`config.mk`:
```
export PLATFORM = sky130hd
export DESIGN_NAME = ooo_issue_top
export DESIGN_NICKNAME = d
export VERILOG_FILES = /design/src/rv32i_types_pkg.sv /design/src/ooo_issue_top.sv /design/src/reorder_buffer.sv /design/src/regfile_scoreboard.sv /design/src/instr_decoder.sv
export VERILOG_INCLUDE_DIRS = /design/src
export SDC_FILE = /design/constraint.sdc
export NUM_CORES = 2
export LEC_CHECK = 0
export BUFFER_PORTS_ARGS = -buffer_cell sky130_fd_sc_hd__buf_4
export CAP_MARGIN = 20
export CORE_ASPECT_RATIO = 0.6
export CORE_MARGIN = 1
export CORE_UTILIZATION = 45
export DETAILED_ROUTE_END_ITERATION = 7
export GPL_TIMING_DRIVEN = 0
export REMOVE_ABC_BUFFERS = 1
export SLEW_MARGIN = 20
export SYNTH_ARGS = -nofsm -noshare
export SYNTH_HDL_FRONTEND = slang
export SYNTH_HIERARCHICAL = 1
export SYNTH_SLANG_ARGS = --single-unit
```
`constraint.sdc`:
```
create_clock -name clk -period 6.79 [get_ports clk]
set_clock_uncertainty 0.1 [all_clocks]
set_input_delay 0.3395 -clock clk [delete_from_list [all_inputs] [get_ports clk]]
set_output_delay 0.3395 -clock clk [all_outputs]
set_load 0.01 [all_outputs]
```
`src/rob_settings.svh`:
```
`ifndef ROB_SETTINGS_SVH
`define ROB_SETTINGS_SVH

// reorder buffer entries, kept at 2 ** ROB_TAG_W
`define ROB_DEPTH 8

// width of a reorder buffer tag
`define ROB_TAG_W 3

`endif
```
`src/rv32i_types_pkg.sv`:
```
`default_nettype none

`include "rob_settings.svh"

package rv32i_types_pkg;

  localparam logic [6:0] store_opcode = 7'b0100011;
  localparam logic [6:0] br_opcode    = 7'b1100011;
  localparam logic [6:0] op_opcode    = 7'b0110011;
  localparam logic [6:0] imm_opcode   = 7'b0010011;
  localparam logic [6:0] lui_opcode   = 7'b0110111;

  typedef logic [`ROB_TAG_W-1:0] rob_tag_t;

  // R/I layout
  typedef struct packed {
    logic [6:0] funct7;
    logic [4:0] rs2;
    logic [4:0] rs1;
    logic [2:0] funct3;
    logic [4:0] rd;
    logic [6:0] opcode;
  } r_view_t;

  // S/B layout, immediate split around rs fields
  typedef struct packed {
    logic [6:0] imm_hi;
    logic [4:0] rs2;
    logic [4:0] rs1;
    logic [2:0] funct3;
    logic [4:0] imm_lo;
    logic [6:0] opcode;
  } s_view_t;

  typedef union packed {
    r_view_t r_view;
    s_view_t s_view;
  } instr_word_u;

  typedef struct packed {
    logic [4:0]  rs1_s;
    logic [4:0]  rs2_s;
    logic [4:0]  rd_s;
    logic [6:0]  opcode;
    logic [31:0] imm;
    logic        writes_rd;
  } decoded_t;

  typedef struct packed {
    rob_tag_t    tag;
    logic [31:0] rs1_v;
    logic        rs1_ready;
    rob_tag_t    rs1_rob;
    logic [31:0] rs2_v;
    logic        rs2_ready;
    rob_tag_t    rs2_rob;
    decoded_t    dec;
  } issue_bundle_t;

  typedef struct packed {
    rob_tag_t    tag;
    logic [31:0] value;
  } wb_t;

  typedef struct packed {
    logic        regfile_we;
    logic [4:0]  rd_s;
    logic [31:0] rd_v;
    rob_tag_t    rob;
  } commit_t;

endpackage

`default_nettype wire

```
`src/ooo_issue_top.sv`:
```
`timescale 1ns/1ps
`default_nettype none

`include "rob_settings.svh"

module ooo_issue_top
  import rv32i_types_pkg::*;
(
  input  logic          clk,
  input  logic          rst,

  input  logic          instr_valid,
  input  instr_word_u   instr,

  input  logic          wb_valid,
  input  wb_t           wb,

  output logic          issue_fire,
  output issue_bundle_t issue,

  output logic          commit_valid,
  output commit_t       commit,

  output logic          rob_full
);

  decoded_t                dec;
  rob_tag_t                alloc_tag;
  logic [31:0]             rs1_v;
  logic [31:0]             rs2_v;
  logic                    rs1_ready;
  logic                    rs2_ready;
  rob_tag_t                rs1_rob;
  rob_tag_t                rs2_rob;
  logic [`ROB_TAG_W-1:0]   issue_tag;

  // a full rob drops the request
  assign issue_fire = instr_valid && !rob_full;
  assign issue_tag  = alloc_tag;

  instr_decoder u_decoder (
    .instr (instr),
    .dec   (dec)
  );

  reorder_buffer u_rob (
    .clk          (clk),
    .rst          (rst),
    .issue_fire   (issue_fire),
    .dec          (dec),
    .wb_valid     (wb_valid),
    .wb           (wb),
    .alloc_tag    (alloc_tag),
    .rob_full     (rob_full),
    .commit_valid (commit_valid),
    .commit       (commit)
  );

  regfile_scoreboard u_scoreboard (
    .clk          (clk),
    .rst          (rst),
    .issue_fire   (issue_fire),
    .dec          (dec),
    .alloc_tag    (alloc_tag),
    .commit_valid (commit_valid),
    .commit       (commit),
    .rs1_v        (rs1_v),
    .rs2_v        (rs2_v),
    .rs1_ready    (rs1_ready),
    .rs2_ready    (rs2_ready),
    .rs1_rob      (rs1_rob),
    .rs2_rob      (rs2_rob)
  );

  always_comb begin
    issue.tag       = issue_tag;
    issue.rs1_v     = rs1_v;
    issue.rs1_ready = rs1_ready;
    issue.rs1_rob   = rs1_rob;
    issue.rs2_v     = rs2_v;
    issue.rs2_ready = rs2_ready;
    issue.rs2_rob   = rs2_rob;
    issue.dec       = dec;
  end

endmodule

`default_nettype wire

```
`src/reorder_buffer.sv`:
```
`timescale 1ns/1ps
`default_nettype none

`include "rob_settings.svh"

module reorder_buffer
  import rv32i_types_pkg::*;
(
  input  logic     clk,
  input  logic     rst,

  // allocation
  input  logic     issue_fire,
  input  decoded_t dec,

  // out of order completion
  input  logic     wb_valid,
  input  wb_t      wb,

  output rob_tag_t alloc_tag,
  output logic     rob_full,

  // in order retirement
  output logic     commit_valid,
  output commit_t  commit
);

  // control state
  logic [`ROB_DEPTH-1:0] done_arr;
  rob_tag_t              head;
  rob_tag_t              tail;
  logic [`ROB_TAG_W:0]   count;

  // entry payload
  logic                  writes_rd_arr [`ROB_DEPTH];
  logic [4:0]            rd_s_arr      [`ROB_DEPTH];
  logic [31:0]           value_arr     [`ROB_DEPTH];

  assign alloc_tag = tail;
  assign rob_full  = (count == `ROB_DEPTH);

  // head retires as soon as its result is in
  assign commit_valid = (count != '0) && done_arr[head];

  always_comb begin
    commit.regfile_we = writes_rd_arr[head];
    commit.rd_s       = rd_s_arr[head];
    commit.rd_v       = value_arr[head];
    commit.rob        = head;
  end

  // pointers wrap on their own since depth is a power of two
  always_ff @(posedge clk) begin
    if (rst) begin
      done_arr <= '0;
      head     <= '0;
      tail     <= '0;
      count    <= '0;
    end else begin
      if (commit_valid) begin
        done_arr[head] <= 1'b0;
        head           <= head + 1'b1;
      end

      if (wb_valid) begin
        done_arr[wb.tag] <= 1'b1;
      end

      if (issue_fire) begin
        done_arr[tail] <= 1'b0;
        tail           <= tail + 1'b1;
      end

      case ({issue_fire, commit_valid})
        2'b10:   count <= count + 1'b1;
        2'b01:   count <= count - 1'b1;
        default: count <= count;
      endcase
    end
  end

  always_ff @(posedge clk) begin
    if (issue_fire) begin
      writes_rd_arr[tail] <= dec.writes_rd;
      rd_s_arr[tail]      <= dec.rd_s;
    end
    if (wb_valid) begin
      value_arr[wb.tag] <= wb.value;
    end
  end

endmodule

`default_nettype wire

```
`src/regfile_scoreboard.sv`:
```
`timescale 1ns/1ps
`default_nettype none

module regfile_scoreboard
  import rv32i_types_pkg::*;
(
  input  logic        clk,
  input  logic        rst,

  // new producer from the issue side
  input  logic        issue_fire,
  input  decoded_t    dec,
  input  rob_tag_t    alloc_tag,

  // retirement from the reorder buffer
  input  logic        commit_valid,
  input  commit_t     commit,

  // operand answer for the issuing instruction
  output logic [31:0] rs1_v,
  output logic [31:0] rs2_v,
  output logic        rs1_ready,
  output logic        rs2_ready,
  output rob_tag_t    rs1_rob,
  output rob_tag_t    rs2_rob
);

  logic [31:0] register_arr [32];
  rob_tag_t    tag_arr      [32];
  logic        busy_arr     [32];

  logic        commit_we;
  logic        commit_owns;
  logic        issue_we;

  assign commit_we = commit_valid && commit.regfile_we;

  // only the youngest producer may release the register
  assign commit_owns = busy_arr[commit.rd_s] && (tag_arr[commit.rd_s] == commit.rob);

  assign issue_we = issue_fire && dec.writes_rd;

  always_ff @(posedge clk) begin
    if (rst) begin
      for (int i = 0; i < 32; i++) begin
        register_arr[i] <= '0;
        tag_arr[i]      <= '0;
        busy_arr[i]     <= 1'b0;
      end
    end else begin
      if (commit_we) begin
        register_arr[commit.rd_s] <= commit.rd_v;
        if (commit_owns) begin
          busy_arr[commit.rd_s] <= 1'b0;
        end
      end

      // issue comes last so a rename at the same edge wins
      if (issue_we) begin
        tag_arr[dec.rd_s]  <= alloc_tag;
        busy_arr[dec.rd_s] <= 1'b1;
      end
    end
  end

  // operands see state from before the edge
  always_comb begin
    rs1_v     = register_arr[dec.rs1_s];
    rs2_v     = register_arr[dec.rs2_s];
    rs1_ready = !busy_arr[dec.rs1_s];
    rs2_ready = !busy_arr[dec.rs2_s];
    rs1_rob   = tag_arr[dec.rs1_s];
    rs2_rob   = tag_arr[dec.rs2_s];
  end

endmodule

`default_nettype wire

```
`src/instr_decoder.sv`:
```
`timescale 1ns/1ps
`default_nettype none

module instr_decoder
  import rv32i_types_pkg::*;
(
  input  instr_word_u instr,
  output decoded_t    dec
);

  logic [6:0] opcode;
  logic       no_dest;

  assign opcode = instr.r_view.opcode;

  // stores and branches have no destination register
  assign no_dest = (opcode == store_opcode) || (opcode == br_opcode);

  always_comb begin
    dec.rs1_s  = instr.r_view.rs1;
    dec.rs2_s  = instr.r_view.rs2;
    dec.rd_s   = instr.r_view.rd;
    dec.opcode = opcode;

    case (opcode)
      imm_opcode: begin
        dec.imm = {{20{instr.r_view.funct7[6]}}, instr.r_view.funct7, instr.r_view.rs2};
      end
      store_opcode: begin
        dec.imm = {{20{instr.s_view.imm_hi[6]}}, instr.s_view.imm_hi, instr.s_view.imm_lo};
      end
      br_opcode: begin
        // b-type scrambles the s-type immediate bits
        dec.imm = {{20{instr.s_view.imm_hi[6]}}, instr.s_view.imm_lo[0],
                   instr.s_view.imm_hi[5:0], instr.s_view.imm_lo[4:1], 1'b0};
      end
      lui_opcode: begin
        dec.imm = {instr.r_view.funct7, instr.r_view.rs2, instr.r_view.rs1,
                   instr.r_view.funct3, 12'd0};
      end
      default: begin
        // register-register and the rest carry no immediate
        dec.imm = '0;
      end
    endcase

    // x0 is never renamed
    dec.writes_rd = !no_dest && (instr.r_view.rd != 5'd0);
  end

endmodule

`default_nettype wire

```
==> results.md <==
Floorplan:
- In this run the count of I/O pins placed on the die edge is 245.
- The starting utilization of the core area is 0.4537.
- The die is ~530 um wide.
- The standard cell core area is 0.1668 mm^2.
- The die footprint is approximately 0.17 mm^2.
- In this run the vertical extent of the chip is 319.6 um.
- After floorplanning, the core was divided into roughly 120 placement rows.

Drt:
- The number of iterations in the first detailed-routing pass is 8.
- The post-route antenna net violation count is 0.
- The total length of routed wires is 260,600 um.
- The routed layout has around 47k vias.
- After detailed routing, the number of vias per cell comes to 6.601.
- The count of routing violations after the opening detailed-route iteration is 6,855.
- The remaining design rule violation count is 2.
- The average wire per cell in the routed design is 36.79 um.

Worst hold path:
- The min-delay analysis places its worst path in the category input port to flip-flop.

Synth:
- By count the netlist is led by sky130_fd_sc_hd__edfxtp_1, sky130_fd_sc_hd__and2_1, sky130_fd_sc_hd__mux4_2, sky130_fd_sc_hd__clkbuf_1, sky130_fd_sc_hd__mux2_2.
- sky130_fd_sc_hd__edfxtp_1 is the most common cell in the netlist.
- The mean area per synthesized cell is ~17 um^2.
- The proportion of register bits with asynchronous set or reset after synthesis is 0.
- Summing every instance area after synthesis gives 0.07566 mm^2.
- Of the synthesized area, sequential elements account for 0.5792.
- The cell taking the most area after synthesis is sky130_fd_sc_hd__edfxtp_1.
- Ranked by total cell area, the synthesized netlist is headed by sky130_fd_sc_hd__edfxtp_1, sky130_fd_sc_hd__mux4_2, sky130_fd_sc_hd__and2_1, sky130_fd_sc_hd__mux2_2, sky130_fd_sc_hd__clkbuf_1.
- For this run, the number of Yosys warnings is 6.
- Counting flops and latches in the post-synthesis netlist gives 1,477.
- Counting flops with a built-in enable in the synthesized netlist gives 1,424.
- In this run, distinct cell masters in the synthesized netlist total 63.
- The share of synthesized area in the top cell type comes to 0.5652.
- Synthesis handed over a netlist of 4,541 instances.
- Among all flip-flop cells after synthesis, the most frequent one is sky130_fd_sc_hd__edfxtp_1.

Timing:
- The number of endpoints failing setup at the final stage is 0.
- The measured slew at the worst slew-check pin is ~1.1 ns.
- The count of endpoints failing hold in the final timing report came to 0.
- The fmax is about 0.18 GHz.
- The final max-slew violation count is 0.
- Setup repair after global routing left no endpoint under its margin.
- Dividing the final minimum period by the clock period gives 0.7992.
- In this run the tightest slew margin relative to its limit is 0.2835.
- The worst path needs 5.427 ns of the cycle, external delays included.

Power and ir drop:
- For this design the ratio of total power to cell area is 237.2 mW/mm^2.
- The worst-case IR drop observed on VDD is 0.0001985 V.
- In this run the static leakage power is 0.03119 uW.
- The total power is 21,230 uW.

Place:
- Including well taps, the total number of placed cells is around 6.8k.
- The count of buffers inserted at the top-level ports is 244.
- At the end of routability-driven placement, the weighted congestion stood at 0.8553.
- The final HPWL from detailed placement is 172,200 um.

CTS:
- The clock-pin slew of the registers on the worst-case setup and hold paths is 0.07 ns.
- Gates resized during post-CTS repair numbered 0.
- TritonCTS built the clock tree.
- In this run the post-CTS setup repair buffer count came out at 0.
- Clock tree synthesis selected as its root buffer the cell sky130_fd_sc_hd__clkbuf_16.
- The TritonCTS buffer count is 155.
- The total number of clock tree sinks is 1,477.
- CTS built an H-tree with a depth of 4.
- The clock insertion delay at the later pin of the skew report is 0.81 ns.
- The clock passes through at most 4 buffers.

Final layout:
- The layout-stage area growth over the synthesis result is 18.29%.
- Fill cells in the final layout number between 10k and 15k.
- Excluding fillers, the count of instances in the completed layout stands at 7,083.
- The fraction of layout instances using a drive strength above 1 is 0.3577.
- In the final design database the tool counted 4,807 nets.

Global route:
- In the global route stage, overall resource usage came out at 0.3058.
- The maximum number of pins on one net before global-route repair is 74.
- The via count of the first global-routing pass is ~46k.
- The initial antenna violation count is 22.
- The wire length of the first global-routing pass is 363,500 um.
- The total congestion overflow after global routing is 0.

Critical path:
- STA puts the critical path data required time at 7.15 ns.
- By startpoint and endpoint, the worst setup path is classified as flip-flop to flip-flop.
- Data arrives at the worst endpoint at 5.79 ns.
- The flop-to-flop setup slack is 1.36 ns.
- STA classifies the critical path startpoint as a flip-flop.
- The largest fanout of any net on the critical path is 17.
- STA classifies the critical path endpoint as a flip-flop.

Outcome:
- The flow ran to the end, but the final reports show violations.
- The final reports fail on DRC.

Flow run:
- The tool flagged a number of max-cap violations equal to 0.
worst max-delay path: stages (launching register included):
cell	delay [ns]
sky130_fd_sc_hd__dfxtp_1	0.78
sky130_fd_sc_hd__mux2_2	0.29
sky130_fd_sc_hd__a2bb2oi_1	0.11
sky130_fd_sc_hd__a21oi_2	0.74
sky130_fd_sc_hd__nand2_1	0.43
sky130_fd_sc_hd__nor2_1	0.31
sky130_fd_sc_hd__nand3_2	0.76
sky130_fd_sc_hd__o21ai_4	0.89
sky130_fd_sc_hd__buf_16	0.27
sky130_fd_sc_hd__buf_16	0.19
sky130_fd_sc_hd__buf_16	0.18
kinds of logic after synthesis:
family,count (synthesis),synth area share
AO/OA/AOI/OAI,218,0.01774
XOR/XNOR,7,0.0008103
adder cells (fa/ha/maj),5,0.0008268
buffers and inverters,483,0.02768
flip-flops,1477,0.5792
multiplexers,974,0.2632
AND/OR/NAND/NOR,1377,0.1105
through the flow:
| step | cell area, um^2 | setup TNS [ns] | utilization | hold WS, ns | setup slack [ns] |
|---|---|---|---|---|---|
| 2_1_floorplan | 73580 | -1922.81 | - | 0.3086 | -1.997 |
| 3_3_place_gp | 78220 | - | 0.4690 | 0.3958 | -10.41 |
| 3_5_place_dp | 84180 | 0 | 0.5048 | 0.3959 | 1.489 |
| 4_1_cts | 89450 | 0 | 0.5364 | 0.06638 | 1.460 |
| 5_1_grt | 89470 | 0 | 0.5365 | 0.1029 | 1.198 |
| 6_report | 89500 | 0 | 0.5367 | 0.1119 | 1.364 |
path summary, 6_finish.rpt:
kind | start | endpoint | cells after the start
max | u_rob/head[0] | u_scoreboard/register_arr[27][5] | 10
min | wb_valid | u_rob/value_arr[0][13] | 3
max reg2reg | u_rob/head[0] | u_scoreboard/register_arr[27][5] | 10
min reg2reg | u_rob/count[3] | u_rob/count[3] | 2
state kept, by name (all words and copies together) (netlist names), named ones only:
signal	count
u_rob/writes_rd_arr	8
u_rob/count	4
u_scoreboard/busy_arr	32
u_rob/head	3
u_rob/value_arr	256
u_rob/alloc_tag	3
u_rob/rd_s_arr	40
u_scoreboard/register_arr	1024
u_scoreboard/tag_arr	96
u_rob/done_arr	8
layout by cell type, fill, tap and decap left out, types with 15 or more instances in the layout:
cell type / Yosys / routed
sky130_fd_sc_hd__clkinv_2: 0 / 18
sky130_fd_sc_hd__buf_12: 0 / 39
sky130_fd_sc_hd__clkbuf_16: 0 / 159
sky130_fd_sc_hd__nor3_1: 44 / 40
sky130_fd_sc_hd__dfxtp_1: 53 / 47
sky130_fd_sc_hd__a21o_2: 18 / 18
sky130_fd_sc_hd__edfxtp_1: 1424 / 1424
sky130_fd_sc_hd__clkbuf_1: 340 / 28
sky130_fd_sc_hd__buf_16: 0 / 148
sky130_fd_sc_hd__nor2_1: 99 / 65
sky130_fd_sc_hd__buf_4: 25 / 256
sky130_fd_sc_hd__o21ai_0: 70 / 38
sky130_fd_sc_hd__a21oi_1: 79 / 78
sky130_fd_sc_hd__nand2_1: 23 / 23
sky130_fd_sc_hd__dlygate4sd3_1: 0 / 42
sky130_fd_sc_hd__and2_1: 1126 / 1126
sky130_fd_sc_hd__nor2_4: 0 / 34
sky130_fd_sc_hd__mux2_2: 119 / 118
sky130_fd_sc_hd__mux2i_1: 50 / 50
sky130_fd_sc_hd__o21ai_4: 0 / 32
sky130_fd_sc_hd__mux4_2: 800 / 800
sky130_fd_sc_hd__clkinv_1: 1 / 15
sky130_fd_sc_hd__buf_6: 15 / 16
cell type report:
type / instances / area, um^2 / share of cell area
clock inverter: 61 / 638.1 / 0.007130
inverter: 4 / 20.02 / 0.0002237
tap: 2242 / 2805 / 0.03134
sequential: 1477 / 43840 / 0.4898
multi-input combinational: 2581 / 30420 / 0.3399
clock buffer: 196 / 4208 / 0.04702
timing repair buffer: 512 / 7542 / 0.08427
antenna: 10 / 25.02 / 0.0002796
power by group:
group	leakage (uW)	total [uW]	internal [uW]	switching [uW]
Combinational	0.0141	2360	1080	1280
Clock	0.00236	8460	4830	3630
Sequential	0.0148	10400	10300	151
what timing repair did:
action | in CTS | in global routing
endpoints found under the setup margin | 0 | 0
hold endpoints to repair | 356 | 0
hold buffers | 42 | 0
layer usage:
layer | global-route usage | part of all wire
met1 | 0.4385 | 0.40
met5 | 0.007839 | 0.00070
met4 | 0.08973 | 0.032
met2 | 0.4489 | 0.44
met3 | 0.09246 | 0.13
Power figures use the tool's default switching activity.
